<file path="src/logic/agcPkg.sv">
`default_nettype none

package agcPkg;

    // ########################################################################
    // Datapath widths
    // ########################################################################
    localparam int sampleWidth = 18;    // rx from the bit synchronizer
    localparam int levelWidth  = 17;    // Clipped magnitude
    localparam int logWidth    = 8;     // 4.4 log2 of top 16 level bits
    localparam int errSumWidth = 17;    // Signed window total
    localparam int gainWidth   = 18;    // Amplifier control word
    localparam int integWidth  = 32;    // Loop integrator

    // Register word addresses
    localparam logic [2:0] addrCtrl     = 3'd0;
    localparam logic [2:0] addrRefLevel = 3'd1;
    localparam logic [2:0] addrGains    = 3'd2;
    localparam logic [2:0] addrDwell    = 3'd3;
    localparam logic [2:0] addrLock     = 3'd4;
    localparam logic [2:0] addrStatus   = 3'd5;    // Read only

    typedef enum logic [1:0] {
        modeIdle    = 2'd0,
        modeAcquire = 2'd1,
        modeTrack   = 2'd2
    } agcMode_t;

    typedef struct packed {
        logic        loopEnable;
        logic        forceAcquire;    // One clk wide
        logic [7:0]  refLevel;        // Same 4.4 format as the log
        logic [3:0]  acqShift;
        logic [3:0]  trkShift;
        logic [7:0]  dwell;           // Samples per window, 0 acts as 1
        logic [15:0] lockThreshold;
        logic [7:0]  lockCount;
    } agcCfg_t;

    typedef struct packed {
        agcMode_t               mode;
        logic [gainWidth-1:0]   gain;
    } agcStatus_t;

    // Wishbone classic, word addressed
    typedef struct packed {
        logic        cyc;
        logic        stb;
        logic        we;
        logic [2:0]  adr;
        logic [31:0] dat;
        logic [3:0]  sel;
    } wbReq_t;

    typedef struct packed {
        logic        ack;
        logic [31:0] dat;
    } wbRsp_t;

endpackage

`default_nettype wire

</file>
<file path="src/logic/agcLevelDetect.sv">
`timescale 1ns/1ps
`default_nettype none

module agcLevelDetect (
    input  wire logic                               clk,
    input  wire logic                               rstN,
    input  wire logic                               clkEn,
    input  wire logic signed [agcPkg::sampleWidth-1:0] rx,
    output logic [agcPkg::logWidth-1:0]            logVal,
    output logic                                    levelValid
);
    import agcPkg::*;

    logic [sampleWidth-1:0] absFull;    // 0 .. 2^17
    logic [levelWidth-1:0]  absClip;
    logic [levelWidth-1:0]  rxLevel;
    logic                   levelLoaded;    // clkEn one clk late
    logic [15:0]            lin;
    logic [3:0]             lead;
    logic [15:0]            norm;
    logic [logWidth-1:0]    logNext;

    // ########################################################################
    // Magnitude
    // ########################################################################
    // Most negative code negates to 2^17, caught by the clip below
    assign absFull = rx[sampleWidth-1] ? sampleWidth'(-rx) : rx;
    assign absClip = absFull[sampleWidth-1] ? '1 : absFull[levelWidth-1:0];

    always_ff @(posedge clk) begin
        if (clkEn) begin
            rxLevel <= absClip;
        end
    end

    // ########################################################################
    // Log2, leading one plus four bits below it
    // ########################################################################
    assign lin = rxLevel[levelWidth-1 -: 16];    // Drop the LSB

    always_comb begin
        lead = '0;
        for (int i = 0; i < 16; i++) begin
            if (lin[i]) lead = 4'(i);    // Highest set bit wins
        end
        norm    = lin << (4'd15 - lead);    // Leading one to bit 15
        logNext = (lin == '0) ? '0 : {lead, norm[14:11]};
    end

    always_ff @(posedge clk or negedge rstN) begin
        if (!rstN) begin
            levelLoaded <= 1'b0;
            levelValid  <= 1'b0;
        end else begin
            levelLoaded <= clkEn;
            levelValid  <= levelLoaded;
        end
    end

    always_ff @(posedge clk) begin
        if (levelLoaded) begin
            logVal <= logNext;
        end
    end

endmodule

`default_nettype wire

</file>
<file path="src/logic/agcLoopFilter.sv">
`timescale 1ns/1ps
`default_nettype none

module agcLoopFilter (
    input  wire logic                                  clk,
    input  wire logic                                  rstN,
    input  wire agcPkg::agcCfg_t                       cfg,
    input  wire agcPkg::agcMode_t                      mode,
    input  wire logic [agcPkg::logWidth-1:0]           logVal,
    input  wire logic                                  levelValid,
    input  wire logic                                  windowEnd,
    output logic signed [agcPkg::errSumWidth-1:0]      errSum,
    output logic [agcPkg::gainWidth-1:0]               gain
);
    import agcPkg::*;

    logic signed [logWidth:0]      err;       // ref - log, 9 bits
    logic signed [errSumWidth-1:0] errCur;
    logic signed [errSumWidth-1:0] acc;
    logic [3:0]                    shiftSel;
    logic signed [integWidth+1:0]  step;
    logic signed [integWidth+1:0]  sum;       // Two guard bits
    logic [integWidth-1:0]         integ;
    logic [integWidth-1:0]         integNext;

    // ########################################################################
    // Window accumulator
    // ########################################################################
    assign err    = $signed({1'b0, cfg.refLevel}) - $signed({1'b0, logVal});
    assign errCur = levelValid ? errSumWidth'(err) : '0;
    assign errSum = acc + errCur;    // Includes the sample closing the window

    always_ff @(posedge clk or negedge rstN) begin
        if (!rstN) begin
            acc <= '0;
        end else if (!cfg.loopEnable || windowEnd) begin
            acc <= '0;
        end else begin
            acc <= errSum;
        end
    end

    // ########################################################################
    // Integrator, clamped at 0 and all-ones
    // ########################################################################
    assign shiftSel = (mode == modeTrack) ? cfg.trkShift : cfg.acqShift;

    always_comb begin
        step = errSum;    // Sign extend
        step = step <<< shiftSel;
        sum  = $signed({2'b00, integ}) + step;
        if (sum < 0) begin
            integNext = '0;
        end else if (sum > $signed({2'b00, {integWidth{1'b1}}})) begin
            integNext = '1;
        end else begin
            integNext = sum[integWidth-1:0];
        end
    end

    always_ff @(posedge clk or negedge rstN) begin
        if (!rstN) begin
            integ <= '0;
        end else if (windowEnd && mode != modeIdle) begin
            integ <= integNext;    // Idle freezes the gain
        end
    end

    assign gain = integ[integWidth-1 -: gainWidth];

endmodule

`default_nettype wire

</file>
<file path="src/logic/agcModeCtrl.sv">
`timescale 1ns/1ps
`default_nettype none

module agcModeCtrl (
    input  wire logic                                 clk,
    input  wire logic                                 rstN,
    input  wire agcPkg::agcCfg_t                      cfg,
    input  wire logic                                 windowEnd,
    input  wire logic signed [agcPkg::errSumWidth-1:0] errSum,
    output agcPkg::agcMode_t                          mode
);
    import agcPkg::*;

    logic [errSumWidth-1:0] errMag;    // Unsigned, -2^16 fits
    logic [7:0]             lockCnt;
    logic [8:0]             lockNext;
    logic                   smallErr;
    logic                   largeErr;

    assign errMag   = errSum[errSumWidth-1] ? errSumWidth'(-errSum) : errSum;
    assign smallErr = errMag <= errSumWidth'(cfg.lockThreshold);
    assign largeErr = {1'b0, errMag} > {cfg.lockThreshold, 2'b00};    // 4x threshold
    assign lockNext = {1'b0, lockCnt} + 9'd1;

    // ########################################################################
    // Acquire / track FSM
    // ########################################################################
    always_ff @(posedge clk or negedge rstN) begin
        if (!rstN) begin
            mode    <= modeIdle;
            lockCnt <= '0;
        end else if (!cfg.loopEnable) begin
            mode    <= modeIdle;
            lockCnt <= '0;
        end else begin
            case (mode)
                modeIdle: begin
                    mode    <= modeAcquire;
                    lockCnt <= '0;
                end
                modeAcquire: if (windowEnd) begin
                    if (!smallErr) begin
                        lockCnt <= '0;                  // Streak broken
                    end else if (lockNext >= {1'b0, cfg.lockCount}) begin
                        mode    <= modeTrack;
                        lockCnt <= '0;
                    end else begin
                        lockCnt <= lockNext[7:0];
                    end
                end
                modeTrack: if (cfg.forceAcquire || (windowEnd && largeErr)) begin
                    mode    <= modeAcquire;
                    lockCnt <= '0;
                end
                default: mode <= modeIdle;
            endcase
        end
    end

endmodule

`default_nettype wire

</file>
<file path="src/logic/agcUpdateTimer.sv">
`timescale 1ns/1ps
`default_nettype none

module agcUpdateTimer (
    input  wire logic       clk,
    input  wire logic       rstN,
    input  wire logic       enable,
    input  wire logic       levelValid,
    input  wire logic [7:0] dwell,
    output logic            windowEnd
);

    logic [7:0] remain;       // 0 means reload on next sample
    logic [7:0] dwellEff;
    logic [7:0] current;      // Count seen by this sample

    assign dwellEff  = (dwell == 8'd0) ? 8'd1 : dwell;
    assign current   = (remain == 8'd0) ? dwellEff : remain;

    // Last sample of the window, same cycle as its levelValid
    assign windowEnd = enable & levelValid & (current == 8'd1);

    always_ff @(posedge clk or negedge rstN) begin
        if (!rstN) begin
            remain <= '0;
        end else if (!enable) begin
            remain <= '0;    // Fresh window on enable
        end else if (levelValid) begin
            remain <= windowEnd ? 8'd0 : current - 8'd1;
        end
    end

endmodule

`default_nettype wire

</file>
<file path="src/logic/agcWbRegs.sv">
`timescale 1ns/1ps
`default_nettype none

module agcWbRegs (
    input  wire logic               clk,
    input  wire logic               rstN,
    input  wire agcPkg::wbReq_t     wbReq,
    output agcPkg::wbRsp_t          wbRsp,
    input  wire agcPkg::agcStatus_t status,
    output agcPkg::agcCfg_t         cfg
);
    import agcPkg::*;

    agcCfg_t     cfgQ;
    logic        ackQ;
    logic [31:0] datQ;     // Read data, held with ack
    logic [31:0] rdData;
    logic        access;   // New classic cycle this clk
    logic        wrEn;

    assign access = wbReq.cyc & wbReq.stb & ~ackQ;
    assign wrEn   = access & wbReq.we;

    // ########################################################################
    // Read mux
    // ########################################################################
    always_comb begin
        rdData = '0;    // Unmapped reads give zero
        case (wbReq.adr)
            addrCtrl:     rdData[0]     = cfgQ.loopEnable;    // Bit1 self-clears
            addrRefLevel: rdData[7:0]   = cfgQ.refLevel;
            addrGains:    rdData[7:0]   = {cfgQ.trkShift, cfgQ.acqShift};
            addrDwell:    rdData[7:0]   = cfgQ.dwell;
            addrLock:     rdData[23:0]  = {cfgQ.lockCount, cfgQ.lockThreshold};
            addrStatus:   rdData        = {status.gain, 12'd0, status.mode};
            default:      rdData        = '0;
        endcase
    end

    // Single-cycle ack, dropped before the master can re-trigger
    always_ff @(posedge clk or negedge rstN) begin
        if (!rstN) begin
            ackQ <= 1'b0;
        end else begin
            ackQ <= access;
        end
    end

    always_ff @(posedge clk) begin
        if (access) begin
            datQ <= rdData;
        end
    end

    // ########################################################################
    // Control registers, byte lanes per sel
    // ########################################################################
    always_ff @(posedge clk or negedge rstN) begin
        if (!rstN) begin
            cfgQ <= '0;
        end else begin
            cfgQ.forceAcquire <= 1'b0;    // Pulse by default
            if (wrEn) begin
                case (wbReq.adr)
                    addrCtrl: if (wbReq.sel[0]) begin
                        cfgQ.loopEnable   <= wbReq.dat[0];
                        cfgQ.forceAcquire <= wbReq.dat[1];
                    end
                    addrRefLevel: if (wbReq.sel[0]) cfgQ.refLevel <= wbReq.dat[7:0];
                    addrGains: if (wbReq.sel[0]) begin
                        cfgQ.acqShift <= wbReq.dat[3:0];
                        cfgQ.trkShift <= wbReq.dat[7:4];
                    end
                    addrDwell: if (wbReq.sel[0]) cfgQ.dwell <= wbReq.dat[7:0];
                    addrLock: begin
                        if (wbReq.sel[0]) cfgQ.lockThreshold[7:0]  <= wbReq.dat[7:0];
                        if (wbReq.sel[1]) cfgQ.lockThreshold[15:8] <= wbReq.dat[15:8];
                        if (wbReq.sel[2]) cfgQ.lockCount           <= wbReq.dat[23:16];
                    end
                    default: ;    // Status and holes ignore writes
                endcase
            end
        end
    end

    assign cfg       = cfgQ;
    assign wbRsp.ack = ackQ;
    assign wbRsp.dat = datQ;

endmodule

`default_nettype wire

</file>
<file path="src/logic/pcmAgcLoop.sv">
`timescale 1ns/1ps
`default_nettype none

module pcmAgcLoop (
    input  wire logic                                  clk,
    input  wire logic                                  rstN,
    input  wire logic                                  clkEn,
    input  wire logic signed [agcPkg::sampleWidth-1:0] rx,
    input  wire agcPkg::wbReq_t                        wbReq,
    output agcPkg::wbRsp_t                             wbRsp,
    output logic [agcPkg::gainWidth-1:0]               agcGain,
    output agcPkg::agcMode_t                           rxMode
);
    import agcPkg::*;

    agcCfg_t                       cfg;
    agcStatus_t                    status;
    logic [logWidth-1:0]           logVal;
    logic                          levelValid;
    logic                          windowEnd;
    logic signed [errSumWidth-1:0] errSum;

    assign status.mode = rxMode;
    assign status.gain = agcGain;

    // ########################################################################
    // Bus slave and sample path
    // ########################################################################
    agcWbRegs regs_i (
        .clk    (clk),
        .rstN   (rstN),
        .wbReq  (wbReq),
        .wbRsp  (wbRsp),
        .status (status),
        .cfg    (cfg)
    );

    agcLevelDetect detect_i (
        .clk        (clk),
        .rstN       (rstN),
        .clkEn      (clkEn),
        .rx         (rx),
        .logVal     (logVal),
        .levelValid (levelValid)
    );

    agcUpdateTimer timer_i (
        .clk        (clk),
        .rstN       (rstN),
        .enable     (cfg.loopEnable),
        .levelValid (levelValid),
        .dwell      (cfg.dwell),
        .windowEnd  (windowEnd)
    );

    // Mode and filter both act on the same windowEnd edge
    agcModeCtrl modeCtrl_i (
        .clk       (clk),
        .rstN      (rstN),
        .cfg       (cfg),
        .windowEnd (windowEnd),
        .errSum    (errSum),
        .mode      (rxMode)
    );

    agcLoopFilter filter_i (
        .clk        (clk),
        .rstN       (rstN),
        .cfg        (cfg),
        .mode       (rxMode),
        .logVal     (logVal),
        .levelValid (levelValid),
        .windowEnd  (windowEnd),
        .errSum     (errSum),
        .gain       (agcGain)
    );

endmodule

`default_nettype wire

</file>
<file path="config.mk">
export PLATFORM = sky130hd
export DESIGN_NAME = pcmAgcLoop
export DESIGN_NICKNAME = d
export VERILOG_FILES = /design/src/logic/agcPkg.sv /design/src/logic/agcLevelDetect.sv /design/src/logic/agcLoopFilter.sv /design/src/logic/agcModeCtrl.sv /design/src/logic/agcUpdateTimer.sv /design/src/logic/agcWbRegs.sv /design/src/logic/pcmAgcLoop.sv
export SDC_FILE = /design/constraint.sdc
export NUM_CORES = 1
export LEC_CHECK = 0
export ABC_AREA = 1
export ABC_CLOCK_PERIOD_IN_PS = 5850
export CORE_MARGIN = 2
export CORE_UTILIZATION = 65
export DETAILED_ROUTE_END_ITERATION = 10
export DONT_BUFFER_PORTS = 1
export GPL_TIMING_DRIVEN = 1
export PLACE_DENSITY = 0.81
export SLEW_MARGIN = 10
export SYNTH_ARGS = -nofsm -noshare
export SYNTH_HDL_FRONTEND = slang
export SYNTH_SLANG_ARGS = --single-unit
</file>
<file path="constraint.sdc">
create_clock -name clk -period 5.85 [get_ports clk]
set_input_delay 1.17 -clock clk [delete_from_list [all_inputs] [get_ports clk]]
set_output_delay 1.17 -clock clk [all_outputs]
set_load 0.005 [all_outputs]
</file>
==> results of run 1 <==
-- registers in the layout, indices dropped and copies added, names as in the netlist --
name / flops
regs_i.cfg: 50
filter_i.integ: 32
regs_i.ackQ: 1
modeCtrl_i.lockCnt: 8
regs_i.datQ: 32
detect_i.logVal: 8
timer_i.remain: 8
filter_i.acc: 17
detect_i.levelValid: 1
modeCtrl_i.mode: 2
detect_i.levelLoaded: 1
detect_i.rxLevel: 16
-- worst paths after layout --
kind	to	cells past startpoint
max in group asynchronous	regs_i.cfg[3]$_DFFE_PN0P_	0
min reg2reg	filter_i.integ[9]$_DFFE_PN0P_	2
min	filter_i.integ[3]$_DFFE_PN0P_	0
max	filter_i.integ[11]$_DFFE_PN0P_	37
max reg2reg	filter_i.integ[11]$_DFFE_PN0P_	37
min in group clk	filter_i.integ[9]$_DFFE_PN0P_	2
-- Yosys cell counts, types with 3 or more instances --
cell type  count  share of area
buf_6          4         0.0033
o211ai_1      10         0.0054
o21ai_2        6         0.0038
xor2_1        33          0.021
o21a_1         3         0.0016
o2111ai_1      3         0.0019
nand2_1      542           0.15
fa_1           3         0.0043
a211oi_1       6         0.0033
inv_1        208          0.056
buf_4         23          0.012
edfxtp_1      56           0.12
nand4_1       20         0.0090
buf_2         10         0.0036
a21oi_1      117          0.042
o21ai_0      113          0.041
or2_1          5         0.0023
nand3b_1      15         0.0081
nor2_2         3         0.0014
inv_2         17         0.0046
a21o_1         5         0.0027
nand3_1      140          0.051
clkbuf_1      25         0.0068
o22ai_1       15         0.0068
nor2_1       169          0.046
nand2_2       15         0.0068
ha_1         104          0.094
nand2_4        3         0.0024
or2_2          6         0.0027
dfrtp_1      120           0.22
nor3_2         6         0.0043
nand3_2        7         0.0051
a31oi_1        3         0.0014
o21ai_1       23         0.0083
xnor2_1       22          0.014
nor4_1         8         0.0036
nor3_1        17         0.0061
a22oi_1        5         0.0027
-- power by group through the flow --
stage / registers [µW] / logic [µW] / clock network, µW
floorplan: 1440 / 1360 / 0
global placement: 1460 / 1920 / 0
detailed placement: 1470 / 1970 / 0
CTS: 1440 / 2010 / 1150
global route: 1460 / 2560 / 1200
finish: 1450 / 2320 / 1150
-- critical path: cells and delay by family (launching register included) --
| kind | cells | cell delay, ns |
|---|---|---|
| buf+inv | 2 | 0.27 |
| simple gates | 19 | 1.73 |
| fa+ha+maj | 3 | 0.90 |
| compound gates | 12 | 2.11 |
| flops | 1 | 0.41 |
| xor+xnor | 1 | 0.19 |
-- metal layers --
layer | global-route usage | part of all wire | vias to the layer above
met5 | 0 | 0 | -
met4 | 0.120 | 0.040 | 0
met3 | 0.0573 | 0.075 | 130
met2 | 0.614 | 0.49 | 611
met1 | 0.450 | 0.40 | 6336
li1 | - | - | 6531
-- per-stage QoR --
step,hold slack [ns],setup TNS (ns),worst slack [ns],instances
after CTS,0.403,0,0.0153,2277
after global placement,0.466,0,0.133,2243
final,0.408,0,0.147,2297
after detailed placement,0.472,-0.0148,-0.00866,2243
after floorplan,0.453,0,0.802,1922
after global routing,0.397,-5.87,-0.214,2297
-- cell families (layout without fill, tap and decap cells) --
group           count (synthesis)  count (layout)
simple gates                  962             962
compound gates                329             329
buf+inv                       290             390
flops                         176             176
fa+ha+maj                     107             107
xor+xnor                       57              57
mux                             1               1
-- cell type report --
class	instances	area share
Timing Repair Buffer	132	0.0694
Multi-Input combinational cell	1456	0.532
Clock inverter	15	0.0104
Clock buffer	17	0.0262
Tap cell	275	0.0212
Inverter	226	0.0523
Sequential cell	176	0.289
-- repair_timing --
| item | in CTS | in global routing |
|---|---|---|
| pin swaps | 2 | 57 |
| endpoints found under the setup margin | 32 | 42 |
| gates resized for setup | 7 | 153 |
| setup buffers | 2 | 16 |
| gates cloned | 0 | 4 |
==> flow_summary.toml, run 1 <==
[run_status]
outcome = "finished, final reports clean"

[yosys]
yosysWarningCount = 0
async_reset_ff_frac = 0.682
synth_compound_area_frac = 0.136
synthFlopType = "dfrtp_1"
synth_xor_area_frac = 0.0380
postSynthCellCount = 1922
yosysUniqueCellTypes = 62
yosys.area_share.simple = 0.301
yosysSeqAreaShare = 0.339
postSynthAreaPerCell_um2 = 7.20
synth_top_family_by_area = "simple AND/OR/NAND/NOR gates"
synth_enable_flop_cells = 56
ys_seq_elements = 176
synthesis.nets = 2092
synthAdderAreaFrac = 0.0984
synth_area_um2 = 13800
synth.area.mux_share = 0.000814

[grt]
grt_pass1_wl_um = 63000
grt_pass1_vias = 12781
grt_max_degree = 121
overflow = 0
grt_usage = 0.354
grt_antenna_before_repair = 0

[floorplan]
start_util = 0.660
die-area_um2 = 22500
fp.dieH_um = 150
rows = 53
fp.coreArea_um2 = 21000
die_w_um = 150
io_pins = 116

[power_and_ir_drop]
p_total_uw = 4920
p_comb_frac = 0.472
vdd_ir_drop_max_mv = 0.247
seqPwrFrac = 0.295
p_switching_uw = 2060
leakage_uw = 0.00796
p_per_area_nw_per_um2 = 303
switching_share = 0.419
clkPwrFrac = 0.234
p_int_uw = 2860

[cells_and_area]
diodes = 0
layout_commonest_cell = "nand2_1"
drive_gt1_frac = 0.182
multiInputGateArea_um2 = 8620
final_nets = 2179
final_util = 0.774
final_area_um2 = 16200
seqCellArea_um2 = 4680
area_growth_pct = 17.2
final_cell_mix = "nand2_1 (513), inv_1 (205), nor2_1 (151)"
fill_cells = 1592

[critical_path]
cp-end-kind = "flip-flop"
cp_max_fo = 6
required_ns = 6.22
worst_ep_arrival_time_ns = 6.08
r2r-start = "regs_i.cfg[41]$_DFFE_PN0P_"
cp_common_cell = "nand2_1"
criticalPathCategory = "reg -> reg"
cpPeakStageDelay_ns = 0.41
startpoint = "regs_i.cfg[41]$_DFFE_PN0P_"
critPathLaunchType = "flip-flop"
rrSetupSlack_ns = 0.15
cpMaxStageDelayCell = "dfrtp_1"

[routing]
routedWlPerCell_um = 17.8
drt_iter0_drc = 1144
routed_wl_um = 40800
viasPerCell = 5.92
drc = 0
drtPass1Iterations = 5
ant_nets = 0
num_vias = 13608

[clock_tree]
cts_tree = "built"
path_clk_slew_ns = 0.08
cts_max_level = 4
cts_made_buffers = 17
cts.sinks = 176
root_buffer = "clkbuf_16"
clockBufferDepth = 2
insertion_delay_ns = 0.45
postCtsHoldBufs = 0

[place]
dp_hpwl_um = 29700
numPortBuffers = 0
gp_congestion = 0.959
placedInstanceArea_um2 = 14700

[timing]
worst_pin_slew_ns = 1.10
fmax_mhz = 175
slew_headroom = 0.266
final_max_slew_viol_count = 0
final.period_utilization = 0.975
rsz0062_at_grt = "yes"
clock_skew_ns = 0.0170
setup_viol = 0
fin_crit_ns = 5.70
final-hold-violation-count = 0

[run]
cap_violations = 0

[worst_hold_path]
hp-class = "in -> async"
Note: power is estimated with default switching activity, not from simulation.
==> run 2, diff against run 1 <==
==> constraint.sdc (replaced) <==
create_clock -name clk -period 5.85 [get_ports clk]
set_input_delay 1.4625 -clock clk [delete_from_list [all_inputs] [get_ports clk]]
set_output_delay 1.4625 -clock clk [all_outputs]
set_load 0.005 [all_outputs]
==> run 2 against run 1 <==
Against the previous run:
- first-iteration DRC count increased by 8.3%
- core utilization decreased by 0.35 points
- sequential share of layout area increased by 0.13 points
- total power increased by 1.7%
- cell count decreased by 1.0%
- worst hold slack improved by 0.083 ns
- critical path type unchanged
==> flow_summary.toml, run 2 (synthesis gave the netlist of run 1 again) <==
[cells_and_area]
final_nets = 2156
area_growth_pct = 16.7
drive_gt1_frac = 0.179
final_cell_mix = "nand2_1 (509), inv_1 (205), nor2_1 (156)"
largest_reg_flops = 50
layout_commonest_cell = "nand2_1"
diodes = 0

[critical_path]
timing.rr.end = "filter_i.integ[11]$_DFFE_PN0P_"
rrSetupSlack_ns = 0.16
required_ns = 6.23
worst_ep_arrival_time_ns = 6.08
cpMaxStageDelayCell = "dfrtp_1"
cp-end-kind = "flip-flop"
cpPeakStageDelay_ns = 0.41
crit_end = "filter_i.integ[11]$_DFFE_PN0P_"
cp_max_fo = 7
reg2reg_depth = 39
critPathTopFamily = "simple AND/OR/NAND/NOR gates"
cp_common_cell = "nand2_1"
r2r-start = "regs_i.cfg[41]$_DFFE_PN0P_"
critPathBufInv = 5
criticalPathCategory = "reg -> reg"
path_depth = 39
critPathLaunchType = "flip-flop"
startpoint = "regs_i.cfg[41]$_DFFE_PN0P_"

[floorplan]
die-area_um2 = 22500
io_pins = 116
rows = 53
die_w_um = 150
fp.coreArea_um2 = 21000
start_util = 0.660
fp.dieH_um = 150

[place]
dp_hpwl_um = 29000
numPortBuffers = 0
gp_congestion = 0.966

[grt]
grt_max_degree = 121
grt_antenna_before_repair = 0
grt_pass1_vias = 12548
overflow = 0
grt_pass1_wl_um = 61700
grt_usage = 0.348

[run]
cap_violations = 0

[power_and_ir_drop]
vdd_ir_drop_max_mv = 0.229
leakage_uw = 0.00787
p_per_area_nw_per_um2 = 310
p_total_uw = 5000

[timing]
clock_skew_ns = 0.0190
setup_viol = 0
final.period_utilization = 0.974
fmax_mhz = 176
slew_headroom = 0.320
final-hold-violation-count = 0
fin_crit_ns = 5.69
final_max_slew_viol_count = 0
worst_pin_slew_ns = 1.02
final.setup.tns_ns = 0

[clock_tree]
clockBufferDepth = 2
cts_tree = "built"
cts_max_level = 4
insertion_delay_ns = 0.46
postCtsHoldBufs = 0
cts_made_buffers = 17
root_buffer = "clkbuf_16"
cts.sinks = 176
path_clk_slew_ns = 0.07

[routing]
ant_nets = 0
routed_wl_um = 40800
drt_iter0_drc = 1239
viasPerCell = 5.98
drc = 0
drtPass1Iterations = 6
num_vias = 13600
routedWlPerCell_um = 17.9

[worst_hold_path]
hp-class = "reg -> reg"
hold_path_depth = 2

[run_status]
outcome = "finished, final reports clean"
## run 2: changes by cell type in the layout (fill, tap and decap cells not counted), sizes merged
cell      change
inv           +3
clkbuf        +1
buf          -22
clkinvlp      +1
bufinv        +1
clkinv        -7
## run 2: layout make-up
type / count / area [µm²]
Multi-Input combinational cell: 1456 / 8750
Tap cell: 275 / 344
Clock buffer: 19 / 453
Inverter: 226 / 852
Fill cell: 1548 / 4810
Clock inverter: 13 / 158
Timing Repair Buffer: 109 / 906
Sequential cell: 176 / 4680
## run 2: power breakdown
group	switching (µW)	internal, µW	total (µW)
Sequential	81.6	1370	1450
Clock	595	638	1230
Combinational	1410	911	2320
Total	2080	2920	5000
## run 2: worst min-delay path by stage
stage | start | end
finish | regs_i.cfg[14]$_DFFE_PN0P_ | regs_i.cfg[14]$_DFFE_PN0P_
global route | filter_i.integ[0]$_DFFE_PN0P_ | filter_i.integ[0]$_DFFE_PN0P_
floorplan | regs_i.cfg[10]$_DFFE_PN0P_ | regs_i.cfg[10]$_DFFE_PN0P_
global placement | regs_i.cfg[14]$_DFFE_PN0P_ | regs_i.cfg[14]$_DFFE_PN0P_
detailed placement | filter_i.integ[13]$_DFFE_PN0P_ | filter_i.integ[13]$_DFFE_PN0P_
CTS | regs_i.cfg[9]$_DFFE_PN0P_ | regs_i.cfg[9]$_DFFE_PN0P_
## run 2: what timing repair did
item	CTS	global route
gates resized for setup	0	183
setup endpoints to repair	0	42
setup buffers	0	13
## run 2: layer usage
metal / routed length (µm) / GRT usage
met1: 16500 / 0.445
met2: 19300 / 0.567
met3: 3140 / 0.0741
met4: 1830 / 0.160
met5: 0 / 0
## run 2: worst register-to-register path, delay by kind of cell, from the launching register on
family,cells,cell delay [ns]
AND/OR/NAND/NOR,21,2.00
flip-flops,1,0.41
adder cells (fa/ha/maj),3,0.90
AO/OA/AOI/OAI,9,1.54
XOR/XNOR,1,0.18
buffers and inverters,5,0.59
## run 2: per-stage QoR
step / cell area (µm²) / std cells / utilization / hold WS [ns] / setup WS (ns)
final: 16100 / 2274 / 0.770 / 0.491 / 0.155
after global routing: 16100 / 2274 / 0.770 / 0.525 / -0.145
after CTS: 15200 / 2257 / 0.723 / 0.494 / 0.0300
after detailed placement: 14500 / 2225 / 0.694 / 0.475 / 0.119
after global placement: 14500 / 2225 / 0.694 / 0.466 / 0.184
after floorplan: 13800 / 1922 / - / 0.453 / 0.802
==> run 3, diff against run 2 <==
- PLACE_DENSITY: 0.81 -> 0.8
==> run 3 against run 2 <==
Against the previous run:
- total power down 3.3%
- worst setup slack worse by 0.021 ns
- sequential share of layout area up 0.35 points
- sequential power about the same
- sequential cell count unchanged
- global-route usage down 1.8 points
- critical path type unchanged
- critical endpoint is now filter_i.integ[25]$_DFFE_PN0P_
- largest power group unchanged
- highest routed layer unchanged
==> flow_summary.toml, run 3 (synthesis gave the netlist of run 1 again) <==
[floorplan]
die-area_um2 = 22500
fp.coreArea_um2 = 21000
start_util = 0.660
rows = 53
die_w_um = 150
fp.dieH_um = 150
io_pins = 116

[timing]
final_max_slew_viol_count = 0
slew_headroom = 0.177
setup_slack_ns = 0.134
fin_crit_ns = 5.72
final.period_utilization = 0.977
fmax_mhz = 175
worst_pin_slew_ns = 1.23
setup_viol = 0
final-hold-violation-count = 0
clock_skew_ns = 0.0120

[critical_path]
criticalPathCategory = "reg -> reg"
critPathLaunchType = "flip-flop"
cpPeakStageDelay_ns = 0.41
critPathTopFamily = "simple AND/OR/NAND/NOR gates"
required_ns = 6.17
cp_common_cell = "nand2_1"
cp-end-kind = "flip-flop"
cpMaxStageDelayCell = "dfrtp_1"
worst_ep_arrival_time_ns = 6.04
critPathBufInv = 7
rrSetupSlack_ns = 0.13
timing.rr.end = "filter_i.integ[25]$_DFFE_PN0P_"
cp_max_fo = 7
reg2reg_depth = 42
r2r-start = "regs_i.cfg[40]$_DFFE_PN0P_"

[grt]
grt_max_degree = 121
grt_usage = 0.330
grt_pass1_wl_um = 58600
grt_antenna_before_repair = 1
overflow = 0
grt_pass1_vias = 11919

[worst_hold_path]
holdPathEnd = "regs_i.cfg[9]$_DFFE_PN0P_"
hold_path_depth = 2
hp-class = "reg -> reg"
min_from = "regs_i.cfg[9]$_DFFE_PN0P_"

[clock_tree]
path_clk_slew_ns = 0.07
cts_made_buffers = 17
postCtsHoldBufs = 0
clockBufferDepth = 2
root_buffer = "clkbuf_16"
insertion_delay_ns = 0.44
cts_max_level = 4
cts.sinks = 176
cts_tree = "built"

[run]
cap_violations = 0

[cells_and_area]
drive_gt1_frac = 0.169
layout_commonest_cell = "nand2_1"
fill_cells = 1614
largest_reg_flops = 50
final_nets = 2147
final_cell_mix = "nand2_1 (508), inv_1 (203), nor2_1 (156)"
area_growth_pct = 15.3
final_area_um2 = 16000

[power_and_ir_drop]
p_per_area_nw_per_um2 = 303
vdd_ir_drop_max_mv = 0.230
leakage_uw = 0.00779

[routing]
routedWlPerCell_um = 17.0
drc = 0
ant_nets = 0
routed_wl_um = 38600
drtPass1Iterations = 8
drt_iter0_drc = 1195
viasPerCell = 5.87
num_vias = 13294

[run_status]
outcome = "finished, final reports clean"

[place]
gp_congestion = 0.991
placedInstanceArea_um2 = 14400
dp_hpwl_um = 28000
dp_slack_ns = -0.0508
numPortBuffers = 0
==> run 3: layout make-up <==
class | instances | area [µm²] | area share
multi-input combinational | 1456 | 8620 | 0.540
clock inverter | 13 | 144 | 0.00902
tap | 275 | 344 | 0.0216
clock buffer | 19 | 453 | 0.0284
timing repair buffer | 100 | 860 | 0.0539
inverter | 226 | 851 | 0.0533
sequential | 176 | 4690 | 0.294
antenna | 1 | 2.50 | 0.000157
==> run 3: worst min-delay path, cell delays in order, from the launching register on <==
cell and delay, ns:
dfrtp_1 0.34, nand2_1 0.05, o21ai_0 0.05
==> run 3: per-layer routing <==
| metal | GRT usage | up-vias | share of wire |
|---|---|---|---|
| met5 | 0 | - | 0 |
| met4 | 0.103 | 0 | 0.027 |
| met3 | 0.0753 | 80 | 0.095 |
| met2 | 0.524 | 592 | 0.46 |
| met1 | 0.451 | 6171 | 0.42 |
| li1 | - | 6451 | - |
==> run 3: metrics by stage <==
step | utilization | TNS, ns | std cells | power [µW] | hold slack, ns
finish | 0.762 | 0 | 2266 | 4840 | 0.484
CTS | 0.717 | 0 | 2233 | 4470 | 0.489
global route | 0.762 | -4.05 | 2266 | 5130 | 0.527
detailed placement | 0.685 | -0.690 | 2198 | 3300 | 0.472
global placement | 0.685 | 0 | 2198 | 3270 | 0.465
floorplan | - | 0 | 1922 | 2800 | 0.453
==> run 3: how the worst max path moves through the flow <==
stage | cells after the start | start | slack, ns | end
floorplan | 38 | regs_i.cfg[42]$_DFFE_PN0P_ | 0.80 | filter_i.integ[0]$_DFFE_PN0P_
global placement | 38 | regs_i.cfg[42]$_DFFE_PN0P_ | 0.12 | filter_i.integ[11]$_DFFE_PN0P_
detailed placement | 38 | regs_i.cfg[42]$_DFFE_PN0P_ | -0.05 | filter_i.integ[20]$_DFFE_PN0P_
CTS | 37 | detect_i.logVal[1]$_SDFFCE_PN0P_ | 0.01 | filter_i.integ[18]$_DFFE_PN0P_
global route | 42 | regs_i.cfg[40]$_DFFE_PN0P_ | -0.17 | filter_i.integ[25]$_DFFE_PN0P_
finish | 42 | regs_i.cfg[40]$_DFFE_PN0P_ | 0.13 | filter_i.integ[25]$_DFFE_PN0P_
==> run 3: timing repair <==
item	4_1_cts	5_1_grt
pin swaps	2	76
gates cloned	1	3
endpoints found under the setup margin	32	42
buffers inserted	2	29
resized for setup	9	152
==> run 3: where the power goes <==
group / switching, µW / internal [µW]
combinational: 1360 / 881
sequential: 75.8 / 1370
clock: 559 / 594
